**src/move_gen_pkg.sv**
```systemverilog
package move_gen_pkg;

	typedef enum logic [2:0] {
		EMPTY   = 3'd0,
		PAWN    = 3'd1,
		KNIGHT  = 3'd2,
		BISHOP  = 3'd3,
		ROOK    = 3'd4,
		QUEEN   = 3'd5,
		KING    = 3'd6,
		NOTUSED = 3'd7
	} piece_t;

	typedef struct packed {
		logic   color; // 0 white, 1 black
		piece_t piece;
	} cell_t;

	// square index is rank*8 + file, a1 at 0, h8 at 63
	typedef cell_t [63:0] board_t;

	typedef struct packed {
		logic [2:0] file; // 0 = file a
		logic [2:0] rank; // 0 = rank 1
	} square_t;

	typedef struct packed {
		logic invalid;
		logic promote;
		logic pawn_move;
		logic pawn_two;
		logic en_passant;
		logic castle;
		logic capture;
	} move_flags_t;

	// 19 bit move word: flags, from, to
	typedef struct packed {
		move_flags_t flags;
		square_t     from_sq;
		square_t     to_sq;
	} move_t;

	typedef struct packed {
		logic king_side;
		logic queen_side;
	} castle_rights_t;

	// reduced position, bit f of each vector is file f
	typedef struct packed {
		logic [7:0] white_pawn_r5;
		logic [7:0] enp;
		logic       king_side_ok;
		logic       queen_side_ok;
	} position_t;

	typedef enum logic [2:0] {IDLE, LOAD, SCAN, DRAIN, DONE} gen_state_t;

	localparam logic WHITE = 1'b0;
	localparam cell_t WHITE_PAWN = '{color: WHITE, piece: PAWN};
	localparam cell_t WHITE_ROOK = '{color: WHITE, piece: ROOK};
	localparam cell_t WHITE_KING = '{color: WHITE, piece: KING};

	localparam int SLOT_COUNT = 18; // 2 castles + 8 files x 2 sources
	localparam int SLOT_IDX_W = $clog2(SLOT_COUNT);
	localparam int QUEUE_DEPTH = 8;
	localparam int QUEUE_PTR_W = $clog2(QUEUE_DEPTH);
	localparam int QUEUE_CREDITS = 4;
	localparam int CREDIT_W = $clog2(QUEUE_CREDITS + 1);

	localparam move_flags_t CASTLE_FLAGS = '{castle: 1'b1, default: 1'b0};
	localparam move_flags_t ENP_FLAGS = '{pawn_move: 1'b1, en_passant: 1'b1, capture: 1'b1,
		default: 1'b0};

	localparam square_t KING_HOME = '{file: 3'd4, rank: 3'd0};     // e1
	localparam square_t KING_SIDE_TO = '{file: 3'd6, rank: 3'd0};  // g1
	localparam square_t QUEEN_SIDE_TO = '{file: 3'd2, rank: 3'd0}; // c1
	localparam logic [2:0] EP_SRC_RANK = 3'd4; // rank 5
	localparam logic [2:0] EP_DST_RANK = 3'd5; // rank 6

endpackage

```
**src/position_latch.sv**
```systemverilog
`timescale 1ns/10ps

module position_latch import move_gen_pkg::*; (
	input  logic           clk,
	input  logic           reset,
	input  logic           start,
	input  logic           accept,
	input  board_t         board,
	input  castle_rights_t rights,
	input  logic [7:0]     enp_flags, // bit 0 = file a
	output position_t      position,
	output logic           captured
);

	logic [7:0] pawn_r5;
	logic       king_path_ok;
	logic       queen_path_ok;
	logic       take;

	assign take = start & accept;

	always_comb begin
		for (int f = 0; f < 8; f++) begin
			pawn_r5[f] = (board[32 + f] == WHITE_PAWN); // rank 5 starts at square 32
		end
	end

	// king on e1, f1 g1 empty of any colour, rook on h1
	assign king_path_ok = (board[4] == WHITE_KING) &&
		(board[5].piece == EMPTY) &&
		(board[6].piece == EMPTY) &&
		(board[7] == WHITE_ROOK);

	// b1 c1 d1 empty, rook on a1
	assign queen_path_ok = (board[4] == WHITE_KING) &&
		(board[1].piece == EMPTY) &&
		(board[2].piece == EMPTY) &&
		(board[3].piece == EMPTY) &&
		(board[0] == WHITE_ROOK);

	always_ff @(posedge clk) begin
		if (reset) begin
			captured <= 1'b0;
		end else begin
			captured <= take; // one cycle pulse per accepted start
		end
	end

	always_ff @(posedge clk) begin
		if (take) begin
			position.white_pawn_r5 <= pawn_r5;
			position.enp           <= enp_flags;
			position.king_side_ok  <= rights.king_side & king_path_ok;
			position.queen_side_ok <= rights.queen_side & queen_path_ok;
		end
	end

endmodule

```
**src/special_move_gen.sv**
```systemverilog
`timescale 1ns/10ps

module special_move_gen import move_gen_pkg::*; (
	input  logic      clk,
	input  logic      reset,
	input  logic      captured,
	input  position_t position,
	input  logic      has_room,
	input  logic      queue_empty,
	output logic      accept,
	output logic      busy,
	output logic      done,
	output logic      wr,
	output move_t     wr_move
);

	gen_state_t              state;
	logic [SLOT_COUNT-1:0]   pending;    // slots still to be written
	logic [SLOT_COUNT-1:0]   cand_valid;
	logic [7:0]              ep_left;
	logic [7:0]              ep_right;
	logic [SLOT_IDX_W-1:0]   sel;
	move_t                   slot_move [SLOT_COUNT];

	// source pawn sits on the neighbouring file, rank 5
	assign ep_left  = position.enp & {position.white_pawn_r5[6:0], 1'b0};
	assign ep_right = position.enp & {1'b0, position.white_pawn_r5[7:1]};

	assign cand_valid[0] = position.king_side_ok;
	assign cand_valid[1] = position.queen_side_ok;
	assign slot_move[0] = '{flags: CASTLE_FLAGS, from_sq: KING_HOME, to_sq: KING_SIDE_TO};
	assign slot_move[1] = '{flags: CASTLE_FLAGS, from_sq: KING_HOME, to_sq: QUEEN_SIDE_TO};

	// slot 2+2f takes from file f-1, slot 3+2f from file f+1
	for (genvar f = 0; f < 8; f++) begin : g_file
		assign cand_valid[2 + 2*f] = ep_left[f];
		assign cand_valid[3 + 2*f] = ep_right[f];
		assign slot_move[2 + 2*f] = '{
			flags:   ENP_FLAGS,
			from_sq: '{file: 3'(f - 1), rank: EP_SRC_RANK},
			to_sq:   '{file: 3'(f), rank: EP_DST_RANK}
		};
		assign slot_move[3 + 2*f] = '{
			flags:   ENP_FLAGS,
			from_sq: '{file: 3'(f + 1), rank: EP_SRC_RANK},
			to_sq:   '{file: 3'(f), rank: EP_DST_RANK}
		};
	end

	// lowest pending slot wins
	always_comb begin
		sel = '0;
		for (int i = SLOT_COUNT - 1; i >= 0; i--) begin
			if (pending[i]) begin
				sel = SLOT_IDX_W'(i);
			end
		end
	end

	// the capture cycle already counts as busy
	assign accept = ((state == IDLE) || (state == DONE)) && !captured;
	assign busy = !accept;
	assign done = (state == DONE) && !captured;

	assign wr = (state == SCAN) && has_room && (|pending);
	assign wr_move = slot_move[sel];

	always_ff @(posedge clk) begin
		if (reset) begin
			state   <= IDLE;
			pending <= '0;
		end else begin
			case (state)
				IDLE, DONE: begin
					if (captured) begin
						state <= LOAD;
					end
				end
				LOAD: begin
					pending <= cand_valid;
					state   <= SCAN;
				end
				SCAN: begin
					if (wr) begin
						pending[sel] <= 1'b0;
					end
					if (!(|pending)) begin
						state <= DRAIN;
					end
				end
				DRAIN: begin
					if (queue_empty) begin
						state <= DONE; // last move is on the port this cycle
					end
				end
				default: begin
					state <= IDLE;
				end
			endcase
		end
	end

endmodule

```
**src/move_queue.sv**
```systemverilog
`timescale 1ns/10ps

module move_queue import move_gen_pkg::*; (
	input  logic  clk,
	input  logic  reset,
	input  logic  wr,
	input  move_t wr_move,
	output logic  has_room,
	output logic  queue_empty,
	input  logic  move_credit,
	output logic  move_valid,
	output move_t move_out
);

	move_t                  mem [QUEUE_DEPTH];
	logic [QUEUE_PTR_W-1:0] wr_ptr;
	logic [QUEUE_PTR_W-1:0] rd_ptr;
	logic [QUEUE_PTR_W:0]   count;
	logic [CREDIT_W-1:0]    credits;
	logic                   pop;

	assign has_room    = (count != (QUEUE_PTR_W + 1)'(QUEUE_DEPTH));
	assign queue_empty = (count == '0);
	assign pop         = !queue_empty && (credits != '0); // one move per credit

	always_ff @(posedge clk) begin
		if (wr) begin
			mem[wr_ptr] <= wr_move;
		end
	end

	always_ff @(posedge clk) begin
		if (reset) begin
			wr_ptr <= '0;
			rd_ptr <= '0;
			count  <= '0;
		end else begin
			if (wr) begin
				wr_ptr <= wr_ptr + 1'b1; // depth is a power of two, pointers wrap
			end
			if (pop) begin
				rd_ptr <= rd_ptr + 1'b1;
			end
			case ({wr, pop})
				2'b10: count <= count + 1'b1;
				2'b01: count <= count - 1'b1;
				default: count <= count;
			endcase
		end
	end

	// send and return in the same cycle cancel out
	always_ff @(posedge clk) begin
		if (reset) begin
			credits <= CREDIT_W'(QUEUE_CREDITS);
		end else begin
			case ({pop, move_credit})
				2'b10: credits <= credits - 1'b1;
				2'b01: credits <= credits + 1'b1;
				default: credits <= credits;
			endcase
		end
	end

	always_ff @(posedge clk) begin
		if (reset) begin
			move_valid <= 1'b0;
		end else begin
			move_valid <= pop;
		end
	end

	always_ff @(posedge clk) begin
		if (pop) begin
			move_out <= mem[rd_ptr];
		end
	end

endmodule

```
**src/move_gen_top.sv**
```systemverilog
`timescale 1ns/10ps

module move_gen_top import move_gen_pkg::*; (
	input  logic           clk,
	input  logic           reset,
	input  logic           start,
	input  board_t         board,
	input  castle_rights_t rights,
	input  logic [7:0]     enp_flags,
	input  logic           move_credit,
	output logic           busy,
	output logic           done,
	output logic           move_valid,
	output move_t          move_out
);

	position_t position;
	logic      captured;
	logic      accept;
	logic      wr;
	move_t     wr_move;
	logic      has_room;
	logic      queue_empty;

	position_latch latch0 (
		.clk       (clk),
		.reset     (reset),
		.start     (start),
		.accept    (accept),
		.board     (board),
		.rights    (rights),
		.enp_flags (enp_flags),
		.position  (position),
		.captured  (captured)
	);

	special_move_gen gen0 (
		.clk         (clk),
		.reset       (reset),
		.captured    (captured),
		.position    (position),
		.has_room    (has_room),
		.queue_empty (queue_empty),
		.accept      (accept),
		.busy        (busy),
		.done        (done),
		.wr          (wr),
		.wr_move     (wr_move)
	);

	move_queue queue0 (
		.clk         (clk),
		.reset       (reset),
		.wr          (wr),
		.wr_move     (wr_move),
		.has_room    (has_room),
		.queue_empty (queue_empty),
		.move_credit (move_credit),
		.move_valid  (move_valid),
		.move_out    (move_out)
	);

endmodule

```
**config.mk**
```make
export PLATFORM = sky130hd
export DESIGN_NAME = move_gen_top
export DESIGN_NICKNAME = d
export VERILOG_FILES = /design/src/move_gen_pkg.sv /design/src/position_latch.sv /design/src/special_move_gen.sv /design/src/move_queue.sv /design/src/move_gen_top.sv
export SDC_FILE = /design/constraint.sdc
export NUM_CORES = 1
export LEC_CHECK = 0
export BUFFER_PORTS_ARGS = -buffer_cell sky130_fd_sc_hd__buf_2
export CELL_PAD_IN_SITES_DETAIL_PLACEMENT = 1
export CELL_PAD_IN_SITES_GLOBAL_PLACEMENT = 1
export CORE_UTILIZATION = 37
export DETAILED_ROUTE_END_ITERATION = 10
export GPL_TIMING_DRIVEN = 0
export PLACE_DENSITY_LB_ADDON = 0.1
export SYNTH_ARGS = -nofsm -noshare
export SYNTH_HDL_FRONTEND = slang
export SYNTH_SLANG_ARGS = --single-unit
```
**constraint.sdc**
```tcl
create_clock -name clk -period 6.4 [get_ports clk]
set_clock_uncertainty 0.2 [all_clocks]
set_input_delay 0.32 -clock clk [delete_from_list [all_inputs] [get_ports clk]]
set_output_delay 0.32 -clock clk [all_outputs]
set_load 0.02 [all_outputs]
```
=== Yosys cells after proc, flatten, opt, wreduce, memory -nomap -nowiden ===
Memory sizes are Yosys's and may differ from the RTL's. A register that Yosys moved wholly into a read port is not among the register bits.
Cells that the tools add are included.

* Order comparisons: 3
* Reduce and logical (&&, ||, !) cells: 32
* Mux-type cells: 32
* Add/sub/neg operators: 6
* Eq/ne operators: 24
* Bitwise gates (word level): 8

{| class="wikitable"
|+ Operators by type and width
! kind !! number
|-
| $mux W5 || 18
|-
| $mux W19 || 2
|-
| $pmux W18 S2 || 1
|-
| $eq A4 B1 Y1 const B || 8
|-
| $and A18 B18 Y18 || 1
|-
| $logic_not A3 Y1 || 6
|-
| $mux W18 || 1
|-
| $not A18 Y18 || 1
|-
| $reduce_or A18 Y1 || 1
|-
| $logic_and A1 B1 Y1 || 13
|-
| $eq A4 B3 Y1 const B || 3
|-
| $pmux W3 S4 || 1
|-
| $add A3 B1 Y3 const B || 3
|-
| $mux W3 || 3
|-
| $and A8 B7 Y8 || 1
|-
| $and A8 B8 Y8 || 1
|-
| $pmux W4 S2 || 1
|-
| $eq A3 B2 Y1 const B || 2
|-
| $ge A6 B6 Y1 const B || 1
|-
| $lt A5 B6 Y1 const B || 1
|-
| $not A5 Y6 || 1
|-
| $pmux W3 S2 || 1
|-
| $reduce_bool A2 Y1 || 3
|-
| $demux W1 S5 || 1
|-
| other kinds (20) || 30
|}

* Output and inout port bits: 22
* Memories: 2
* Bits of input ports: 270
* Memory bits (read-only): 608
* Register bits after elaboration: 54
* Bits in writable memories: 152
* Logic and storage cells: 119

{| class="wikitable"
|+ Memories
! name !! words !! width !! rd ports !! clocked after memory_dff !! write ports !! line !! source
|-
| (no name shown) || 32 || 19 || 1 || 0 || 0 || special_move_gen.sv:66 || <nowiki>assign wr_move = slot_move[sel];</nowiki>
|-
| queue0.mem || 8 || 19 || 1 || 1 || 1 || move_queue.sv:15 || <nowiki>move_t mem [QUEUE_DEPTH];</nowiki>
|}

=== Depth between registers and ports, before layout ===
* Depth in word-level cells: 26
* Depth in mapped cells: 12

=== Hierarchy ===
A second synthesis with hierarchy kept.

* Cell total of the unflattened synthesis: 571
* Area total of the unflattened synthesis: 9,369.0 um^2

{| class="wikitable"
|+ By module, submodules not included
! module !! cells an instance !! area each (um^2) !! instances
|-
| move_queue || 325 || 7,093.1 || 1
|-
| special_move_gen || 204 || 1,549.0 || 1
|-
| position_latch || 42 || 726.9 || 1
|}

=== Least setup slack after synthesis ===
Ideal clock, no wire load.

* Path kind: register to register
* From: register gen0.pending[0]
* To: register queue0.count[3]
* Slack: 3,583 ps
* Path buffers: 1
* Period minus slack after synthesis: 2,817 ps
* Data required time: 6,129 ps
* Arrival: 2,547 ps
* Stages on the path, launching flop included: 13
* Cells stage by stage: dfxtp_1 -> buf_6 -> nor4_4 -> and4_4 -> a21oi_4 -> inv_2 -> ha_1 -> ha_1 -> a21o_1 -> a21oi_1 -> xnor2_1 -> or3_1 -> a21oi_1

* Longest elaborated chain between the ends: 4

{| class="wikitable"
|+ RTL lines
! item !! line !! source
|-
| from (decl) || special_move_gen.sv:18 || <nowiki>logic [SLOT_COUNT-1:0] pending;</nowiki>
|-
| from (signal assigned) || special_move_gen.sv:80 || <nowiki>pending <= cand_valid;</nowiki>
|-
| $reduce_or A18 Y1 * || special_move_gen.sv:65 || <nowiki>assign wr = (state == SCAN) && has_room && (|pending);</nowiki>
|-
| $logic_and A1 B1 Y1 * || special_move_gen.sv:65 ||
|-
| $eq A2 B1 Y1 / $eq A2 B2 Y1 (equally long branches) || move_queue.sv:44 || <nowiki>case ({wr, pop})</nowiki>
|-
| $pmux W4 S2 / $reduce_bool A2 Y1 (equally long branches) || n/a ||
|-
| to (signal assigned) || move_queue.sv:45 || <nowiki>2'b10: count <= count + 1'b1;</nowiki>
|-
| to (signal assigned) || move_queue.sv:46 || <nowiki>2'b01: count <= count - 1'b1;</nowiki>
|-
| to (signal assigned) || move_queue.sv:47 || <nowiki>default: count <= count;</nowiki>
|-
| to (decl) || move_queue.sv:18 || <nowiki>logic [QUEUE_PTR_W:0] count;</nowiki>
|}

Mark *: on every way between the ends. The rest lies on a longest branch, timed or not.
A chain may end at the register's enable or synchronous reset.

=== Final worst setup path ===
* From: register queue0.count[0]
* To: register queue0.count[3]

* Longest elaborated chain between the ends: 5

{| class="wikitable"
|+ RTL lines
! item !! line !! source
|-
| $logic_not A4 Y1 * || move_queue.sv:23 || <nowiki>assign queue_empty = (count == '0);</nowiki>
|-
| $logic_not A1 Y1 * || move_queue.sv:24 || <nowiki>assign pop = !queue_empty && (credits != '0);</nowiki>
|-
| $logic_and A1 B1 Y1 * || move_queue.sv:24 ||
|-
| named net queue0.pop || move_queue.sv:20 || <nowiki>logic pop;</nowiki>
|-
| $eq A2 B1 Y1 / $eq A2 B2 Y1 (equally long branches) || move_queue.sv:44 ||
|-
| $pmux W4 S2 / $reduce_bool A2 Y1 (equally long branches) || n/a ||
|}

The timed path passes the listed nets; every way through them passes the cells marked *.

==> out/results.md <==
• number of detailed-route iterations in the first pass: 4
• largest delay contributor family on the critical path: simple AND/OR/NAND/NOR gates
• Clock transition at path regs: 0.06 ns
• global placement routability congestion: 0.802
• number of pins exceeding their max-slew limit in the final report: 0
• post-layout power: 3.71 mW
• CP Cell Sequence: nor4_1 -> or2_2 -> inv_1 -> ha_1 -> ha_1 -> a21o_1 -> a21oi_1 -> xnor2_1 -> or3_1 -> a21oi_1
• width of the die: 126 µm
• I/O Pins: 292
• Leakage Power: 2.78 nW
• final setup TNS: 0 ns
• Max clock buf depth: 2
• residual DRC count: 0
• combined area of all synthesized cells: 5710 µm²
• via count: 4110
• power density over cell area: 505 nW/µm²
• category of the worst setup path launch point: register
• data arrival time of the critical path: 3.59 ns
• area delta synth->final: 28.9%
• startpoint-to-endpoint class of the critical path: reg -> reg
• number of nets still failing antenna checks after routing: 0
• setup repair after global routing missed its margin: false
• Clock H-tree levels: 4
• Hold Crit Start: board[30]
• global-route wire length before repair: 22800 µm
• clock network latency to the later pin of the worst-skew pair: 0.43 ns
• CP max-delay cell: sky130_fd_sc_hd__nor4_1
• Diodes inserted: 0
• initial antenna violation count: 0
• highest attainable clock frequency: 291 MHz
• delay of the slowest cell on the worst path: 0.74 ns
• total of fill cells in the finished design: 1595
• number of failing hold endpoints at the final stage: 0
• Die Outline Area: 15900 µm²
• Worst Path Max Fanout: 12
• Crit. End Element: register
• slew margin rel.: 0.237
• maximum ir drop on the vdd rail: 0.000223 V
• via count of the first global-routing pass: 4319
• run status: finished, final reports clean
• number of max-cap violations: 0
• Worst R2R Start: queue0.count[0]
• share of async-settable or async-resettable flops after synthesis: 0
• core area: 15100 µm²
• pin count of the biggest net entering global routing: 20
• aggregate global routing overflow: 0
• post-synthesis register bit count: 126
• final cycle utilization of the critical path: 0.537
• clock tree root driver cell: sky130_fd_sc_hd__clkbuf_16
• EDFF count, synth: 90
• synthesized instance count: 436
• Setup Fix Bufs, Post-CTS: 0
• Worst Hold Class: in -> reg
• die height: 126 µm
• data required time of the critical path: 6.55 ns
• routed len/inst: 18.1 µm
• WL final: 14100 µm
• CTS tree: yes
• Initial DRC Count: 171
• critical path launch point: queue0.count[0]
• number of standard-cell rows in the floorplan: 45
• slew at the pin with the worst max-slew slack: 1.13 ns
• most frequently used flop master after synthesis: sky130_fd_sc_hd__edfxtp_1
• global-route usage over all layers: 0.192
• count of port buffers added during placement: 88
• via count normalized by instance count: 5.29
• cts bufs inserted: 17
• sequential element share of the synthesized area: 0.600
• final HPWL from detailed placement: 9730 µm
• multi-input logic area: 2130 µm²
• yosys synthesis warning count: 0
• final-report setup violation count: 0
• Final Net Count: 857
• final design instance area without fill: 7360 µm²
• initial core utilization: 0.377
• Area after DPL: 6460 µm²
• share of layout cells above drive strength 1: 0.309
• synth unique cells: 67
• shortest clock period the worst path allows after layout: 3.44 ns
• buffering stage count on the worst path with inverters included: 1
• flip-flop and latch area: 3420 µm²
• CTS Sinks: 126
• Avg Cell Area, Syn: 13.1 µm²
• post-cts resize count: 0
## worst register-to-register path: cells and delay by family, from the launching register on
| kind | cells | cell delay [ns] |
|---|---|---|
| AND/OR/NAND/NOR | 3 | 1.31 |
| adder cells (fa/ha/maj) | 2 | 0.63 |
| AO/OA/AOI/OAI | 3 | 0.49 |
| flip-flops | 1 | 0.35 |
| buffers and inverters | 1 | 0.27 |
| XOR/XNOR | 1 | 0.10 |
## cell usage after synthesis (7+ instances only)
cell / instances / area, µm²
sky130_fd_sc_hd__nor4_1: 11 / 68.8
sky130_fd_sc_hd__nor2_1: 38 / 143
sky130_fd_sc_hd__nor4b_1: 10 / 87.6
sky130_fd_sc_hd__o211ai_1: 8 / 60.1
sky130_fd_sc_hd__mux4_2: 16 / 360
sky130_fd_sc_hd__nand2_1: 33 / 124
sky130_fd_sc_hd__nand3_1: 7 / 35.0
sky130_fd_sc_hd__edfxtp_1: 90 / 2700
sky130_fd_sc_hd__ha_1: 9 / 113
sky130_fd_sc_hd__nor3_1: 11 / 55.1
sky130_fd_sc_hd__mux2_2: 8 / 90.1
sky130_fd_sc_hd__inv_1: 15 / 56.3
sky130_fd_sc_hd__buf_4: 12 / 90.1
sky130_fd_sc_hd__a21oi_1: 16 / 80.1
sky130_fd_sc_hd__dfxtp_1: 36 / 721
sky130_fd_sc_hd__o21ai_0: 14 / 70.1
## kinds of logic (layout without fill, tap and decap cells)
logic type | count (synthesis) | count (layout) | share of synthesized area
simple gates | 146 | 146 | 0.144
other cells | 1 | 6 | 0.000657
buf+inv | 41 | 189 | 0.0370
mux | 27 | 27 | 0.0842
xor+xnor | 9 | 9 | 0.0138
flops | 126 | 126 | 0.600
compound gates | 75 | 75 | 0.0934
fa+ha+maj | 11 | 11 | 0.0267
## layer usage
| metal | up-vias | GRT usage | share of wire |
|---|---|---|---|
| met4 | 0 | 0.0673 | 0.016 |
| met2 | 112 | 0.331 | 0.51 |
| met3 | 17 | 0.0607 | 0.046 |
| met5 | - | 0 | 0 |
| met1 | 2021 | 0.226 | 0.43 |
| li1 | 1960 | - | - |
## repair_timing
action | CTS | global route
endpoints found under the setup margin | 0 | 0
hold buffers | 25 | 0
hold endpoints to repair | 17 | 0
## cell usage in the layout (no fill, tap or decap), drive strengths merged, types with 16 or more instances in the layout
cell,netlist,layout
a21oi,18,18
inv,16,17
nor2,41,41
mux4,16,16
dfxtp,36,36
edfxtp,90,90
buf,18,109
dlygate4sd3,0,25
nand2,33,33
clkbuf,7,24
## stage by stage
stage | setup slack (ns) | hold slack (ns) | util | cells
finish | 2.96 | 0.0410 | 0.486 | 777
CTS | 2.95 | 0.0258 | 0.486 | 777
global placement | 2.47 | 0.280 | 0.423 | 717
floorplan | 3.58 | 0.219 | - | 441
global route | 2.65 | 0.0417 | 0.486 | 777
detailed placement | 2.98 | 0.288 | 0.427 | 720
## power breakdown
part	internal, mW	switching, mW
clock	0.690	0.368
combinational	0.479	0.865
sequential	1.24	0.0731
total	2.41	1.31
## final timing paths
kind | end | slack (ns) | cells after the start
hold / removal | latch0.position[1] | 0.04 | 3
setup reg to reg | queue0.count[3] | 2.96 | 10
hold reg to reg | gen0.pending[17] | 0.30 | 2
setup / recovery | queue0.count[3] | 2.96 | 10
## layout make-up
cell class | instances | area share
clock buffers | 17 | 0.0578
well taps | 188 | 0.0320
inverters | 16 | 0.00816
flip-flops and latches | 126 | 0.465
multi-input cells | 274 | 0.290
repair buffers | 116 | 0.0969
clock inverters | 15 | 0.0298
plain buffers | 25 | 0.0206
## state kept, by name, summed over array words and instances (netlist names)
signal and count:
latch0.position 18, queue0.rd_ptr 3, latch0.captured 1, queue0.move_valid 1, queue0.mem 64, gen0.state 3
queue0.count 4, queue0.move_out 8, queue0.credits 3, queue0.wr_ptr 3, gen0.pending 18
(Power assumes the default switching activity.)
